--- src/hw/lq_pkg.sv ---
package lq_pkg;

    // 16-bit data address, block is [15:3], offset is [2:0]
    typedef logic [15:0] addr_t;

    typedef logic [31:0] data_t;

    typedef enum logic [1:0] {
        BYTE = 2'd0,
        HALF = 2'd1,
        WORD = 2'd2
    } ld_size_e;

    typedef logic [4:0] rob_idx_t;
    typedef logic [5:0] prf_idx_t;

    // loads issued per cycle
    localparam int LQ_WAYS_DEFAULT = 2;
    // entries in both the load queue and the store queue
    localparam int LQ_DEPTH_DEFAULT = 8;

endpackage

--- src/hw/lq_ifs.sv ---
`timescale 1ns/10ps

// allocator to entry array, one slot per entry
interface lq_alloc_if #(
    parameter int DEPTH = lq_pkg::LQ_DEPTH_DEFAULT
);
    import lq_pkg::*;

    localparam int SQ_W = $clog2(DEPTH);

    logic [DEPTH-1:0] we;
    ld_size_e [DEPTH-1:0] size;
    logic [DEPTH-1:0] is_signed;
    rob_idx_t [DEPTH-1:0] rob;
    prf_idx_t [DEPTH-1:0] prf;
    logic [DEPTH-1:0][SQ_W-1:0] tail;

    modport alloc (output we, size, is_signed, rob, prf, tail);
    modport entries (input we, size, is_signed, rob, prf, tail);
endinterface


--- src/hw/lq_alloc.sv ---
`timescale 1ns/10ps

module lq_alloc #(
    parameter int LQ_WAYS  = lq_pkg::LQ_WAYS_DEFAULT,
    parameter int LQ_DEPTH = lq_pkg::LQ_DEPTH_DEFAULT
) (
    input  logic [LQ_WAYS-1:0]                       ld_en,
    input  lq_pkg::ld_size_e [LQ_WAYS-1:0]           ld_size,
    input  logic [LQ_WAYS-1:0]                       ld_signed,
    input  lq_pkg::rob_idx_t [LQ_WAYS-1:0]           ld_rob_idx,
    input  lq_pkg::prf_idx_t [LQ_WAYS-1:0]           ld_prf_idx,
    input  logic [LQ_WAYS-1:0][$clog2(LQ_DEPTH)-1:0] ld_sq_tail,
    input  logic [LQ_DEPTH-1:0]                      free,
    lq_alloc_if.alloc                                alloc
);
    import lq_pkg::*;

    // way k claims the k-th lowest free entry, writes only if enabled
    always_comb begin
        logic [LQ_DEPTH-1:0] avail;
        logic taken;
        avail = free;
        alloc.we = '0;
        alloc.is_signed = '0;
        alloc.rob = '0;
        alloc.prf = '0;
        alloc.tail = '0;
        for (int e = 0; e < LQ_DEPTH; e++) begin
            alloc.size[e] = BYTE;
        end
        for (int k = 0; k < LQ_WAYS; k++) begin
            taken = 1'b0;
            for (int e = 0; e < LQ_DEPTH; e++) begin
                if (avail[e] && !taken) begin
                    taken = 1'b1;
                    avail[e] = 1'b0;
                    if (ld_en[k]) begin
                        alloc.we[e] = 1'b1;
                        alloc.size[e] = ld_size[k];
                        alloc.is_signed[e] = ld_signed[k];
                        alloc.rob[e] = ld_rob_idx[k];
                        alloc.prf[e] = ld_prf_idx[k];
                        alloc.tail[e] = ld_sq_tail[k];
                    end
                end
            end
        end
    end

endmodule

--- src/flat_wrapper.sv ---
// flat-port wrapper written by rule: the top's interface ports become plain ports
module lq_alloc_flat import lq_pkg::*;
#(
    parameter int LQ_WAYS  = lq_pkg::LQ_WAYS_DEFAULT,
    parameter int LQ_DEPTH = lq_pkg::LQ_DEPTH_DEFAULT
)
  (ld_en, ld_size, ld_signed, ld_rob_idx, ld_prf_idx, ld_sq_tail, free, alloc_we, alloc_size, alloc_is_signed, alloc_rob, alloc_prf, alloc_tail);
  lq_alloc_if alloc_i ();
  input  logic [LQ_WAYS-1:0] ld_en;
  input  lq_pkg::ld_size_e [LQ_WAYS-1:0] ld_size;
  input  logic [LQ_WAYS-1:0] ld_signed;
  input  lq_pkg::rob_idx_t [LQ_WAYS-1:0] ld_rob_idx;
  input  lq_pkg::prf_idx_t [LQ_WAYS-1:0] ld_prf_idx;
  input  logic [LQ_WAYS-1:0][$clog2(LQ_DEPTH)-1:0] ld_sq_tail;
  input  logic [LQ_DEPTH-1:0] free;
  output wire logic [$bits(alloc_i.we)-1:0] alloc_we;
  output wire logic [$bits(alloc_i.size)-1:0] alloc_size;
  output wire logic [$bits(alloc_i.is_signed)-1:0] alloc_is_signed;
  output wire logic [$bits(alloc_i.rob)-1:0] alloc_rob;
  output wire logic [$bits(alloc_i.prf)-1:0] alloc_prf;
  output wire logic [$bits(alloc_i.tail)-1:0] alloc_tail;
  assign alloc_we = alloc_i.we;
  assign alloc_size = alloc_i.size;
  assign alloc_is_signed = alloc_i.is_signed;
  assign alloc_rob = alloc_i.rob;
  assign alloc_prf = alloc_i.prf;
  assign alloc_tail = alloc_i.tail;
  lq_alloc #(.LQ_WAYS(LQ_WAYS), .LQ_DEPTH(LQ_DEPTH)) u_core (.ld_en(ld_en), .ld_size(ld_size), .ld_signed(ld_signed), .ld_rob_idx(ld_rob_idx), .ld_prf_idx(ld_prf_idx), .ld_sq_tail(ld_sq_tail), .free(free), .alloc(alloc_i));
endmodule
--- config.mk ---
export PLATFORM = sky130hd
export DESIGN_NAME = lq_alloc_flat
export DESIGN_NICKNAME = d
export VERILOG_FILES = /design/src/hw/lq_pkg.sv /design/src/hw/lq_ifs.sv /design/src/hw/lq_alloc.sv /design/src/flat_wrapper.sv
export SDC_FILE = /design/constraint.sdc
export NUM_CORES = 1
export LEC_CHECK = 0
export ABC_AREA = 0
export BUFFER_PORTS_ARGS = -buffer_cell sky130_fd_sc_hd__buf_4
export CORE_AREA = 8 8 84 86
export DETAILED_ROUTE_END_ITERATION = 8
export DIE_AREA = 0 0 92 94
export PLACE_DENSITY = 0.76
export REMOVE_ABC_BUFFERS = 1
export SYNTH_ARGS = -nofsm -noshare
export SYNTH_HDL_FRONTEND = slang
export SYNTH_SLANG_ARGS = --single-unit
--- constraint.sdc ---
create_clock -name vclk -period 1.8
set_input_delay 0.18 -clock vclk [all_inputs]
set_output_delay 0.18 -clock vclk [all_outputs]
set_load 0.05 [all_outputs]
==> flow_summary.ini <==
[synth]
synthAdderAreaFrac_pct = 0
synth-xor-area-share_pct = 1.34
yosys.area_share.simple_pct = 30.3
yosysSeqAreaShare_pct = 0
avgSynthCellArea_um2 = 6.03
synth_compound_area_share_pct = 55.2
muxShareOfSynthArea_pct = 0
yosysWarnings = 0
syn_area_mm2 = 0.00196
synth_top_family_by_area = compound AO/OA/AOI/OAI gates
syn_inst = 326
synth_cell_type_count = 37

[floorplan]
ios = 188
die_area_mm2 = 0.00865
die_y_um = 94
die_w_um = 92
core-area_mm2 = 0.00575
rows = 28
start_util_pct = 34.2

[layout]
final-instance-count-excl-fill = 581
syn_to_final_growth_pct = 114
layout_commonest_cell = buf_4
clockBufferCount = 0
diodes = 0
seq_area_um2 = 0
final_cell_mix = 142 x buf_4, 87 x nand2_1, 81 x buf_6
nets = 552
drive_gt1_share_pct = 58.3
fillers = 441
seq_cell_count = 0

[placed_design]
gp_congestion = 0.880
placed_cells = 576
dpl.hpwl_mm = 9.33
port-buffer-count = 188

[setup_path]
end_kind = output port
slowest_delay_ns = 0.58
worstSetupPathType = in -> out
critPathMaxFanout = 5
cp.required_ns = 1.62
crit_buf_inv = 4
cpLargestDelayFamily = buffers and inverters
cpMostUsedCell = buf_6
timing.critical_path.arrival_ns = 2.02
crit_chain = buf_6, or4_4, a221oi_4, buf_6, o21bai_4, buf_6, o21bai_1, buf_4
cpMaxStageDelayCell = or4_4
startpoint_type = primary input

[status]
violations = negative setup slack
outcome = complete, but fails checks

[sta]
setup_ws_ns = -0.405
final.min_clock_period_ns = 2.20
setup_violations = 36
rsz0062_at_grt = yes
period_share_pct = 122
maxSlewViolCount = 0
fmax_mhz = 454
holdWs_ns = 0.759
relSlewSlack_pct = 78.9
worst_pin_slew_ns = 0.316
hold_violations = 0

[power]
vdd_drop_max_v = 0.000163
power_density_mw_per_mm2 = 254
power.leakage_uw = 0.00205

[routing]
vias = 3518
routedWlPerCell_um = 22.2
finalWirelength_mm = 12.9
via_per_inst = 6.06
drc_errors = 0
dr.pass1.iters = 5
drtIter0Drc = 237
drtAntennaViolNets = 0

[global_routing]
antenna_found_initial = 0
grt_first_pass_wirelength_mm = 18.8
grt_pass1_vias = 3438
grt-ovfl-total = 0
gr-usage-all-layers_pct = 26.4
grt_max_degree = 31

[job]
max_cap_violations = 0

[min_path]
hold_class = in -> out

[clock_network]
hold_buffers = 0
==> where the power goes <==
group / total, uW / internal [uW] / switching (uW) / leakage (uW)
clock: 0 / 0 / 0 / 0
combinational: 1070 / 361 / 708 / 0.00205
sequential: 0 / 0 / 0 / 0
total: 1070 / 361 / 708 / 0.00205
==> synth_stat cells <==
master / number / area, um^2
nand2_1: 87 / 327
o21ai_0: 61 / 305
a32o_1: 34 / 340
clkbuf_1: 34 / 128
and3_1: 19 / 119
a22o_1: 17 / 149
buf_2: 15 / 75.1
o21ai_2: 9 / 78.8
nor2_1: 5 / 18.8
buf_6: 4 / 45.0
o21bai_1: 3 / 22.5
xor2_1: 3 / 26.3
a211o_1: 2 / 17.5
a21boi_1: 2 / 15.0
a21o_1: 2 / 15.0
and2_1: 2 / 12.5
inv_1: 2 / 7.51
nor2b_1: 2 / 12.5
o211ai_1: 2 / 15.0
o21ai_1: 2 / 10.0
o21bai_2: 2 / 22.5
or4_4: 2 / 22.5
a221oi_4: 1 / 26.3
and3b_1: 1 / 8.76
and4b_1: 1 / 10.0
clkbuf_2: 1 / 5.00
nand3_1: 1 / 5.00
nand3b_1: 1 / 7.51
nor3_1: 1 / 5.00
nor4_4: 1 / 21.3
nor4b_1: 1 / 8.76
nor4bb_1: 1 / 10.0
o2111a_1: 1 / 11.3
o2111ai_4: 1 / 26.3
o31ai_1: 1 / 7.51
o31ai_4: 1 / 21.3
or2_2: 1 / 6.26
==> worst paths after layout <==
path / from / endpoint / depth (start not counted)
hold / removal: ld_rob_idx[4] / alloc_rob[34] / 4
setup / recovery: free[5] / alloc_we[6] / 8
==> through the flow <==
| step | setup TNS [ns] | worst slack (ns) | util [%] | cell area (um^2) | total power, uW |
|---|---|---|---|---|---|
| 2_1_floorplan | -40.78 | -1.03 | - | 1710 | 517 |
| 3_3_place_gp | -23.12 | -0.390 | 62.8 | 3610 | 970 |
| 3_5_place_dp | -25.35 | -0.503 | 62.8 | 3610 | 978 |
| 4_1_cts | -11.50 | -0.377 | 69.0 | 3960 | 1030 |
| 5_1_grt | -14.13 | -0.440 | 73.2 | 4210 | 1110 |
| 6_report | -11.82 | -0.405 | 73.2 | 4210 | 1070 |
==> worst min-delay path, cell delays in order <==
cell,delay [ns]
buf_4,0.12
nand2_1,0.07
o21ai_2,0.06
buf_6,0.15
==> timing repair <==
action / 4_1_cts / 5_1_grt
gates cloned: 2 / 1
pin swaps: 11 / 8
setup endpoints to repair: 72 / 102
buffers inserted: 3 / 1
gates resized for setup: 98 / 73
==> metal layers <==
metal | global-route usage (%) | up-vias | wire length, um
met4 | 8.05 | 0 | 115
met2 | 46.8 | 243 | 6570
met1 | 31.3 | 1688 | 4790
li1 | - | 1572 | -
met5 | 0 | - | 0
met3 | 5.12 | 15 | 1430
==> final cells by class <==
| type | instances | area (um^2) | share of cell area [%] |
|---|---|---|---|
| inverters | 2 | 7.51 | 0.178 |
| multi-input cells | 270 | 1930 | 45.8 |
| well taps | 75 | 93.8 | 2.23 |
| repair buffers | 234 | 2180 | 51.8 |
==> kinds of logic after synthesis <==
group,after synthesis
simple gates,126
compound gates,141
xor+xnor,3
buf+inv,56
Note: power is estimated with default switching activity, not from simulation.
