**config.mk**
```make
export PLATFORM = sky130hd
export DESIGN_NAME = lq_entries_flat
export DESIGN_NICKNAME = d
export VERILOG_FILES = /design/src/hw/lq_pkg.sv /design/src/hw/lq_ifs.sv /design/src/hw/lq_entries.sv /design/src/flat_wrapper.sv
export SDC_FILE = /design/constraint.sdc
export NUM_CORES = 1
export LEC_CHECK = 0
export BUFFER_PORTS_ARGS = -buffer_cell sky130_fd_sc_hd__clkbuf_2
export CAP_MARGIN = 20
export CORE_AREA = 4 4 413 415
export DETAILED_ROUTE_END_ITERATION = 10
export DIE_AREA = 0 0 417 419
export SYNTH_ARGS = -nofsm -noshare
export SYNTH_HDL_FRONTEND = slang
export SYNTH_SLANG_ARGS = --single-unit
export TNS_END_PERCENT = 1
```
**constraint.sdc**
```tcl
create_clock -name clock -period 9.2 [get_ports clock]
set_input_delay 1.84 -clock clock [delete_from_list [all_inputs] [get_ports clock]]
set_output_delay 1.84 -clock clock [all_outputs]
set_load 0.01 [all_outputs]
```
**src/hw/lq_pkg.sv**
```systemverilog
package lq_pkg;

    // 16-bit data address, block is [15:3], offset is [2:0]
    typedef logic [15:0] addr_t;

    typedef logic [31:0] data_t;

    typedef enum logic [1:0] {
        BYTE = 2'd0,
        HALF = 2'd1,
        WORD = 2'd2
    } ld_size_e;

    typedef logic [4:0] rob_idx_t;
    typedef logic [5:0] prf_idx_t;

    // loads issued per cycle
    localparam int LQ_WAYS_DEFAULT = 2;
    // entries in both the load queue and the store queue
    localparam int LQ_DEPTH_DEFAULT = 8;

endpackage

```
**src/hw/lq_ifs.sv**
```systemverilog
`timescale 1ns/10ps

// allocator to entry array, one slot per entry
interface lq_alloc_if #(
    parameter int DEPTH = lq_pkg::LQ_DEPTH_DEFAULT
);
    import lq_pkg::*;

    localparam int SQ_W = $clog2(DEPTH);

    logic [DEPTH-1:0] we;
    ld_size_e [DEPTH-1:0] size;
    logic [DEPTH-1:0] is_signed;
    rob_idx_t [DEPTH-1:0] rob;
    prf_idx_t [DEPTH-1:0] prf;
    logic [DEPTH-1:0][SQ_W-1:0] tail;

    modport alloc (output we, size, is_signed, rob, prf, tail);
    modport entries (input we, size, is_signed, rob, prf, tail);
endinterface

// per-entry state, read by the check, cache and writeback blocks
interface lq_status_if #(
    parameter int DEPTH = lq_pkg::LQ_DEPTH_DEFAULT
);
    import lq_pkg::*;

    localparam int SQ_W = $clog2(DEPTH);

    logic [DEPTH-1:0] busy;
    logic [DEPTH-1:0] addr_ready;
    logic [DEPTH-1:0] done;
    logic [DEPTH-1:0] is_signed;
    addr_t [DEPTH-1:0] addr;
    ld_size_e [DEPTH-1:0] size;
    rob_idx_t [DEPTH-1:0] rob;
    prf_idx_t [DEPTH-1:0] prf;
    logic [DEPTH-1:0][SQ_W-1:0] tail;
    data_t [DEPTH-1:0] data;

    modport entries (output busy, addr_ready, done, is_signed, addr, size, rob, prf, tail, data);
    modport check (input busy, addr_ready, addr, size, tail);
    modport cache (input addr, size);
    modport writeback (input done, data, size, is_signed, rob, prf);
endinterface

```
**src/hw/lq_entries.sv**
```systemverilog
`timescale 1ns/10ps

module lq_entries #(
    parameter int LQ_WAYS  = lq_pkg::LQ_WAYS_DEFAULT,
    parameter int LQ_DEPTH = lq_pkg::LQ_DEPTH_DEFAULT
) (
    input  logic                             clock,
    input  logic                             rst,
    input  logic                             flush,
    lq_alloc_if.entries                      alloc,
    input  logic [LQ_WAYS-1:0]               alu_valid,
    input  lq_pkg::rob_idx_t [LQ_WAYS-1:0]   alu_rob_idx,
    input  lq_pkg::addr_t [LQ_WAYS-1:0]      alu_addr,
    input  logic [LQ_DEPTH-1:0]              fwd,
    input  lq_pkg::data_t [LQ_DEPTH-1:0]     fwd_data,
    input  logic [LQ_DEPTH-1:0]              ready,
    input  logic                             fill_valid,
    input  logic [$clog2(LQ_DEPTH)-1:0]      fill_entry,
    input  lq_pkg::data_t                    fill_data,
    input  logic [LQ_DEPTH-1:0]              cdb_gnt,
    lq_status_if.entries                     status,
    output logic [LQ_DEPTH-1:0]              free,
    output logic [$clog2(LQ_DEPTH+1)-1:0]    lq_num_free
);
    import lq_pkg::*;

    localparam int IDX_W = $clog2(LQ_DEPTH);
    localparam int CNT_W = $clog2(LQ_DEPTH + 1);

    logic [LQ_DEPTH-1:0] addr_hit;
    addr_t [LQ_DEPTH-1:0] addr_new;
    logic [LQ_DEPTH-1:0] take_fwd;
    logic [LQ_DEPTH-1:0] fill_hit;
    logic [LQ_DEPTH-1:0] busy_next;
    logic [CNT_W-1:0] free_cnt;

    assign free = ~status.busy;

    // ALU result tagged with the ROB index of a waiting entry
    always_comb begin
        addr_hit = '0;
        addr_new = status.addr;
        for (int e = 0; e < LQ_DEPTH; e++) begin
            for (int k = 0; k < LQ_WAYS; k++) begin
                if (alu_valid[k] && alu_rob_idx[k] == status.rob[e] &&
                        status.busy[e] && !status.addr_ready[e]) begin
                    addr_hit[e] = 1'b1;
                    addr_new[e] = alu_addr[k];
                end
            end
        end
    end

    // results only land on live entries still waiting for data
    always_comb begin
        for (int e = 0; e < LQ_DEPTH; e++) begin
            take_fwd[e] = status.busy[e] && status.addr_ready[e] && !status.done[e] && fwd[e];
            fill_hit[e] = status.busy[e] && status.addr_ready[e] && !status.done[e] &&
                          ready[e] && fill_valid && fill_entry == IDX_W'(e);
        end
    end

    assign busy_next = (status.busy & ~cdb_gnt) | alloc.we;
    assign free_cnt = CNT_W'($countones(~busy_next));

    always_ff @(posedge clock) begin
        if (rst || flush) begin
            status.busy <= '0;
            status.addr_ready <= '0;
            status.done <= '0;
            lq_num_free <= CNT_W'(LQ_DEPTH);
        end else begin
            status.busy <= busy_next;
            status.addr_ready <= (status.addr_ready | addr_hit) & ~cdb_gnt & ~alloc.we;
            status.done <= (status.done | take_fwd | fill_hit) & ~cdb_gnt & ~alloc.we;
            // issuer sees zero once a full group no longer fits
            lq_num_free <= (free_cnt < LQ_WAYS) ? '0 : free_cnt;
        end
    end

    always_ff @(posedge clock) begin
        for (int e = 0; e < LQ_DEPTH; e++) begin
            if (alloc.we[e]) begin
                status.size[e] <= alloc.size[e];
                status.is_signed[e] <= alloc.is_signed[e];
                status.rob[e] <= alloc.rob[e];
                status.prf[e] <= alloc.prf[e];
                status.tail[e] <= alloc.tail[e];
            end
            if (addr_hit[e]) begin
                status.addr[e] <= addr_new[e];
            end
            if (take_fwd[e]) begin
                status.data[e] <= fwd_data[e];
            end else if (fill_hit[e]) begin
                status.data[e] <= fill_data;
            end
        end
    end

    a_gnt_busy: assert property (@(posedge clock) disable iff (rst)
        (cdb_gnt & ~status.busy) == '0)
        else $error("CDB grant to a free load queue entry");

    a_alloc_fits: assert property (@(posedge clock) disable iff (rst)
        $countones(alloc.we) <= lq_num_free)
        else $error("more loads allocated than free entries");

endmodule

```
**src/flat_wrapper.sv**
```systemverilog
// flat-port wrapper written by rule: the top's interface ports become plain ports
module lq_entries_flat import lq_pkg::*;
#(
    parameter int LQ_WAYS  = lq_pkg::LQ_WAYS_DEFAULT,
    parameter int LQ_DEPTH = lq_pkg::LQ_DEPTH_DEFAULT
)
  (clock, rst, flush, alu_valid, alu_rob_idx, alu_addr, fwd, fwd_data, ready, fill_valid, fill_entry, fill_data, cdb_gnt, free, lq_num_free, alloc_we, alloc_size, alloc_is_signed, alloc_rob, alloc_prf, alloc_tail, status_busy, status_addr_ready, status_done, status_is_signed, status_addr, status_size, status_rob, status_prf, status_tail, status_data);
  lq_alloc_if alloc_i ();
  lq_status_if status_i ();
  input  logic clock;
  input  logic rst;
  input  logic flush;
  input  logic [LQ_WAYS-1:0] alu_valid;
  input  lq_pkg::rob_idx_t [LQ_WAYS-1:0] alu_rob_idx;
  input  lq_pkg::addr_t [LQ_WAYS-1:0] alu_addr;
  input  logic [LQ_DEPTH-1:0] fwd;
  input  lq_pkg::data_t [LQ_DEPTH-1:0] fwd_data;
  input  logic [LQ_DEPTH-1:0] ready;
  input  logic fill_valid;
  input  logic [$clog2(LQ_DEPTH)-1:0] fill_entry;
  input  lq_pkg::data_t fill_data;
  input  logic [LQ_DEPTH-1:0] cdb_gnt;
  output logic [LQ_DEPTH-1:0] free;
  output logic [$clog2(LQ_DEPTH+1)-1:0] lq_num_free;
  input wire logic [$bits(alloc_i.we)-1:0] alloc_we;
  input wire logic [$bits(alloc_i.size)-1:0] alloc_size;
  input wire logic [$bits(alloc_i.is_signed)-1:0] alloc_is_signed;
  input wire logic [$bits(alloc_i.rob)-1:0] alloc_rob;
  input wire logic [$bits(alloc_i.prf)-1:0] alloc_prf;
  input wire logic [$bits(alloc_i.tail)-1:0] alloc_tail;
  output wire logic [$bits(status_i.busy)-1:0] status_busy;
  output wire logic [$bits(status_i.addr_ready)-1:0] status_addr_ready;
  output wire logic [$bits(status_i.done)-1:0] status_done;
  output wire logic [$bits(status_i.is_signed)-1:0] status_is_signed;
  output wire logic [$bits(status_i.addr)-1:0] status_addr;
  output wire logic [$bits(status_i.size)-1:0] status_size;
  output wire logic [$bits(status_i.rob)-1:0] status_rob;
  output wire logic [$bits(status_i.prf)-1:0] status_prf;
  output wire logic [$bits(status_i.tail)-1:0] status_tail;
  output wire logic [$bits(status_i.data)-1:0] status_data;
  assign alloc_i.we = alloc_we;
  assign alloc_i.size = alloc_size;
  assign alloc_i.is_signed = alloc_is_signed;
  assign alloc_i.rob = alloc_rob;
  assign alloc_i.prf = alloc_prf;
  assign alloc_i.tail = alloc_tail;
  assign status_busy = status_i.busy;
  assign status_addr_ready = status_i.addr_ready;
  assign status_done = status_i.done;
  assign status_is_signed = status_i.is_signed;
  assign status_addr = status_i.addr;
  assign status_size = status_i.size;
  assign status_rob = status_i.rob;
  assign status_prf = status_i.prf;
  assign status_tail = status_i.tail;
  assign status_data = status_i.data;
  lq_entries #(.LQ_WAYS(LQ_WAYS), .LQ_DEPTH(LQ_DEPTH)) u_core (.clock(clock), .rst(rst), .flush(flush), .alloc(alloc_i), .alu_valid(alu_valid), .alu_rob_idx(alu_rob_idx), .alu_addr(alu_addr), .fwd(fwd), .fwd_data(fwd_data), .ready(ready), .fill_valid(fill_valid), .fill_entry(fill_entry), .fill_data(fill_data), .cdb_gnt(cdb_gnt), .status(status_i), .free(free), .lq_num_free(lq_num_free));
endmodule
```
==> impl_metrics.yaml <==
yosys:
  syn_area_per_cell_um2: 18.30
  ys_seq_elements: 548
  syn_inst: 1236
  synth-compound-area-share_pct: 1.040
  syn-num-nets: 1753
  synth_xor_area_share_pct: 3.098
  synth_area_leader_cell: "edfxtp_1"
  synthArstFlopShare_pct: 0
  synth_area_leaders: "edfxtp_1, mux2_2, dfxtp_1"
  synth_ff_type: "edfxtp_1"
  synthAdderAreaFrac_pct: 0.6860
  synth_cell_type_count: 39
  synth.area.mux_share_pct: 19.45
  synth-edff-count: 520
  ys_warn_count: 0
  synthSimpleGateAreaFrac_pct: 2.589
  yosysMostFrequentCell: "edfxtp_1"
  synth_top_area_share_pct: 69.04
  syn_area_um2: 22620
  synth_common_cells: "edfxtp_1, mux2_2, xor2_1"
  synth_top_family_by_area: "multiplexers"
  ys_seq_area_share_pct: 71.52
timing:
  layout_min_cycle_time_ns: 4.662
  rsz0062_at_grt: "no"
  fin_setup_tns_ns: 0
  relSlewSlack_pct: 20.56
  hold_viol: 0
  max_freq_mhz: 214.5
  period_share_pct: 50.67
  maxSlewViolCount: 0
  finalSetupViolCount: 0
  worst_pin_slew_ns: 1.192
  fin_worst_skew_ns: 0.04200
drt:
  avgViaCountPerCell: 3.660
  wire_per_inst_um: 30.75
  drtPass1Iterations: 5
  vias: 16950
  drtAntennaViolNets: 0
  totalWireLength_um: 142400
  drc: 0
  drtIter0Drc: 1471
cells_and_area:
  final_layout_size_suffix_gt1_share_pct: 66.38
  syn_to_final_growth_pct: 45.87
  fin_nets: 2872
  fillCellCount: 18100
global_routing:
  met3_usage_pct: 4.354
  track_usage_pct: 15.52
  antenna_found_initial: 70
  met2_usage_pct: 27.53
  grt_pass1_wl_um: 176900
  grt_max_degree: 34
  grt_overflow_total: 0
  use_met1_pct: 17.44
  grt.busiest_layer: "met2"
  grt_pass1_vias: 17010
run_status:
  outcome: "finished, final reports clean"
cts:
  cts-root-buf: "clkbuf_16"
  cts_resized: 0
  cts_buffers: 70
  clk_latency_ns: 0.69
  clk_path_buf_depth: 3
  clk_pin_slew_worst_paths_ns: 0.06
  clock_sinks: 548
  cts_tree: "built"
  hold_buffers: 0
  cts_setup_buffers: 0
  htreeDepth: 3
hold_path:
  min_from: "u_core.status.addr_ready[0]"
  holdPathStages: 1
  holdPathEnd: "u_core.status.addr_ready[0]"
  holdCritPathClass: "reg -> reg"
setup_path:
  worst_path_max_delay_cell: "a21oi_1"
  path_cells: "clkbuf_2, a21oi_1, ha_1, inv_1, fa_1, fa_1, inv_1, ha_1, fa_1, o311a_1"
  timing.rr.end: "u_core.lq_num_free[0]"
  crit_path_frequent_cell: "fa_1"
  required_ns: 9.78
  reg2reg_slack_ns: 5.79
  endpoint_kind: "flip-flop"
  path_class: "in -> reg"
  cp_slowest_stage_delay_ns: 0.73
  start_kind: "input port"
  worst-path-max-fanout: 19
  crit_arrival_ns: 5.24
  r2r_cells: 9
  rr_startpoint: "u_core.status.busy[4]"
placement:
  routabilityCongestion: 0.8859
  dp_hpwl_um: 116000
  io_buffers: 1062
power:
  p_total_mw: 6.040
  ir_drop_mv: 0.1305
  leakagePower_nw: 13.10
  powerDensity_nw_per_um2: 183.1
floorplanning:
  initial_core_util_pct: 13.57
  die_y_um: 419
  die_w_um: 417
  dieArea_um2: 174700
  coreArea_um2: 166700
  num_rows: 150
  pin_count: 1063
run:
  max_cap_violations: 0
-- cells by family (layout without fill, tap and decap cells) --
family	count (synthesis)	count (layout)
and+or+nand+nor	104	104
xor gates and xnor gates	80	80
buffers and inverters	77	1247
adders and majority gates	10	10
other	0	21
AOI/OAI and AO/OA	33	33
DFF	548	548
muxes	384	384
-- layout make-up --
cell class / instances / area, µm² / area share [%]
sequential: 548 / 16180 / 49.03
timing repair buffer: 1094 / 5590 / 16.94
tap: 2204 / 2758 / 8.359
inverter: 30 / 112.6 / 0.3413
clock inverter: 37 / 311.5 / 0.9443
multi-input combinational: 611 / 6128 / 18.58
clock buffer: 86 / 1863 / 5.647
antenna: 21 / 52.55 / 0.1593
-- flip-flops by register name (all words and copies together), names as in the netlist --
signal / count
u_core.status.size: 16
u_core.lq_num_free: 4
u_core.status.tail: 24
u_core.status.prf: 48
u_core.status.addr_ready: 8
u_core.status.is_signed: 8
u_core.status.busy: 8
u_core.status.data: 256
u_core.status.addr: 128
u_core.status.rob: 40
u_core.status.done: 8
-- layout by cell type, fill, tap and decap left out, types with 21 or more instances in the layout --
cell,netlist,layout
buf_4,1,29
clkbuf_16,0,71
clkbuf_2,1,1062
dfxtp_1,28,28
diode_2,0,21
edfxtp_1,520,520
inv_1,30,30
mux2_2,364,364
xnor2_1,24,24
xor2_1,56,56
-- how the worst max path moves through the flow --
stage	slack (ns)	startpoint	to	cells after the start
6_report	4.54	alloc_we[4]	u_core.lq_num_free[0]	10
5_1_grt	4.50	alloc_we[4]	u_core.lq_num_free[0]	10
4_1_cts	4.59	alloc_we[4]	u_core.lq_num_free[0]	10
3_5_place_dp	3.79	alloc_we[4]	u_core.lq_num_free[0]	10
3_3_place_gp	3.82	alloc_we[4]	u_core.lq_num_free[0]	10
2_1_floorplan	3.36	fill_valid	u_core.status.data[100]	3
-- layer usage --
metal / vias up / wire length (µm)
met5: - / 41
met4: 6 / 4763
met3: 223 / 10590
met2: 922 / 74370
met1: 8739 / 52630
li1: 7061 / -
-- power by group --
part / internal [mW] / switching (mW)
registers: 2.79 / 0.0589
logic: 0.212 / 0.270
clock network: 1.49 / 1.22
total: 4.49 / 1.55
-- worst max-delay path: cells and delay by family --
family          cells  cell delay (ns)
compound gates      2             1.08
fa+ha+maj           5             1.86
buf+inv             3             0.46
-- through the flow --
step                      util, %  area, µm²  worst slack, ns  instances  hold slack [ns]
after floorplan                 -      22620            3.362       1236           0.5194
after global placement      18.42      30710            3.821       4484           0.5256
after detailed placement    18.42      30710            3.793       4484           0.5346
after CTS                   19.73      32880            4.594       4607           0.5511
after global routing        19.79      32980            4.501       4627           0.5690
final                       19.80      32990            4.538       4631           0.5496
No activity file was read; power rests on OpenSTA's default activity.
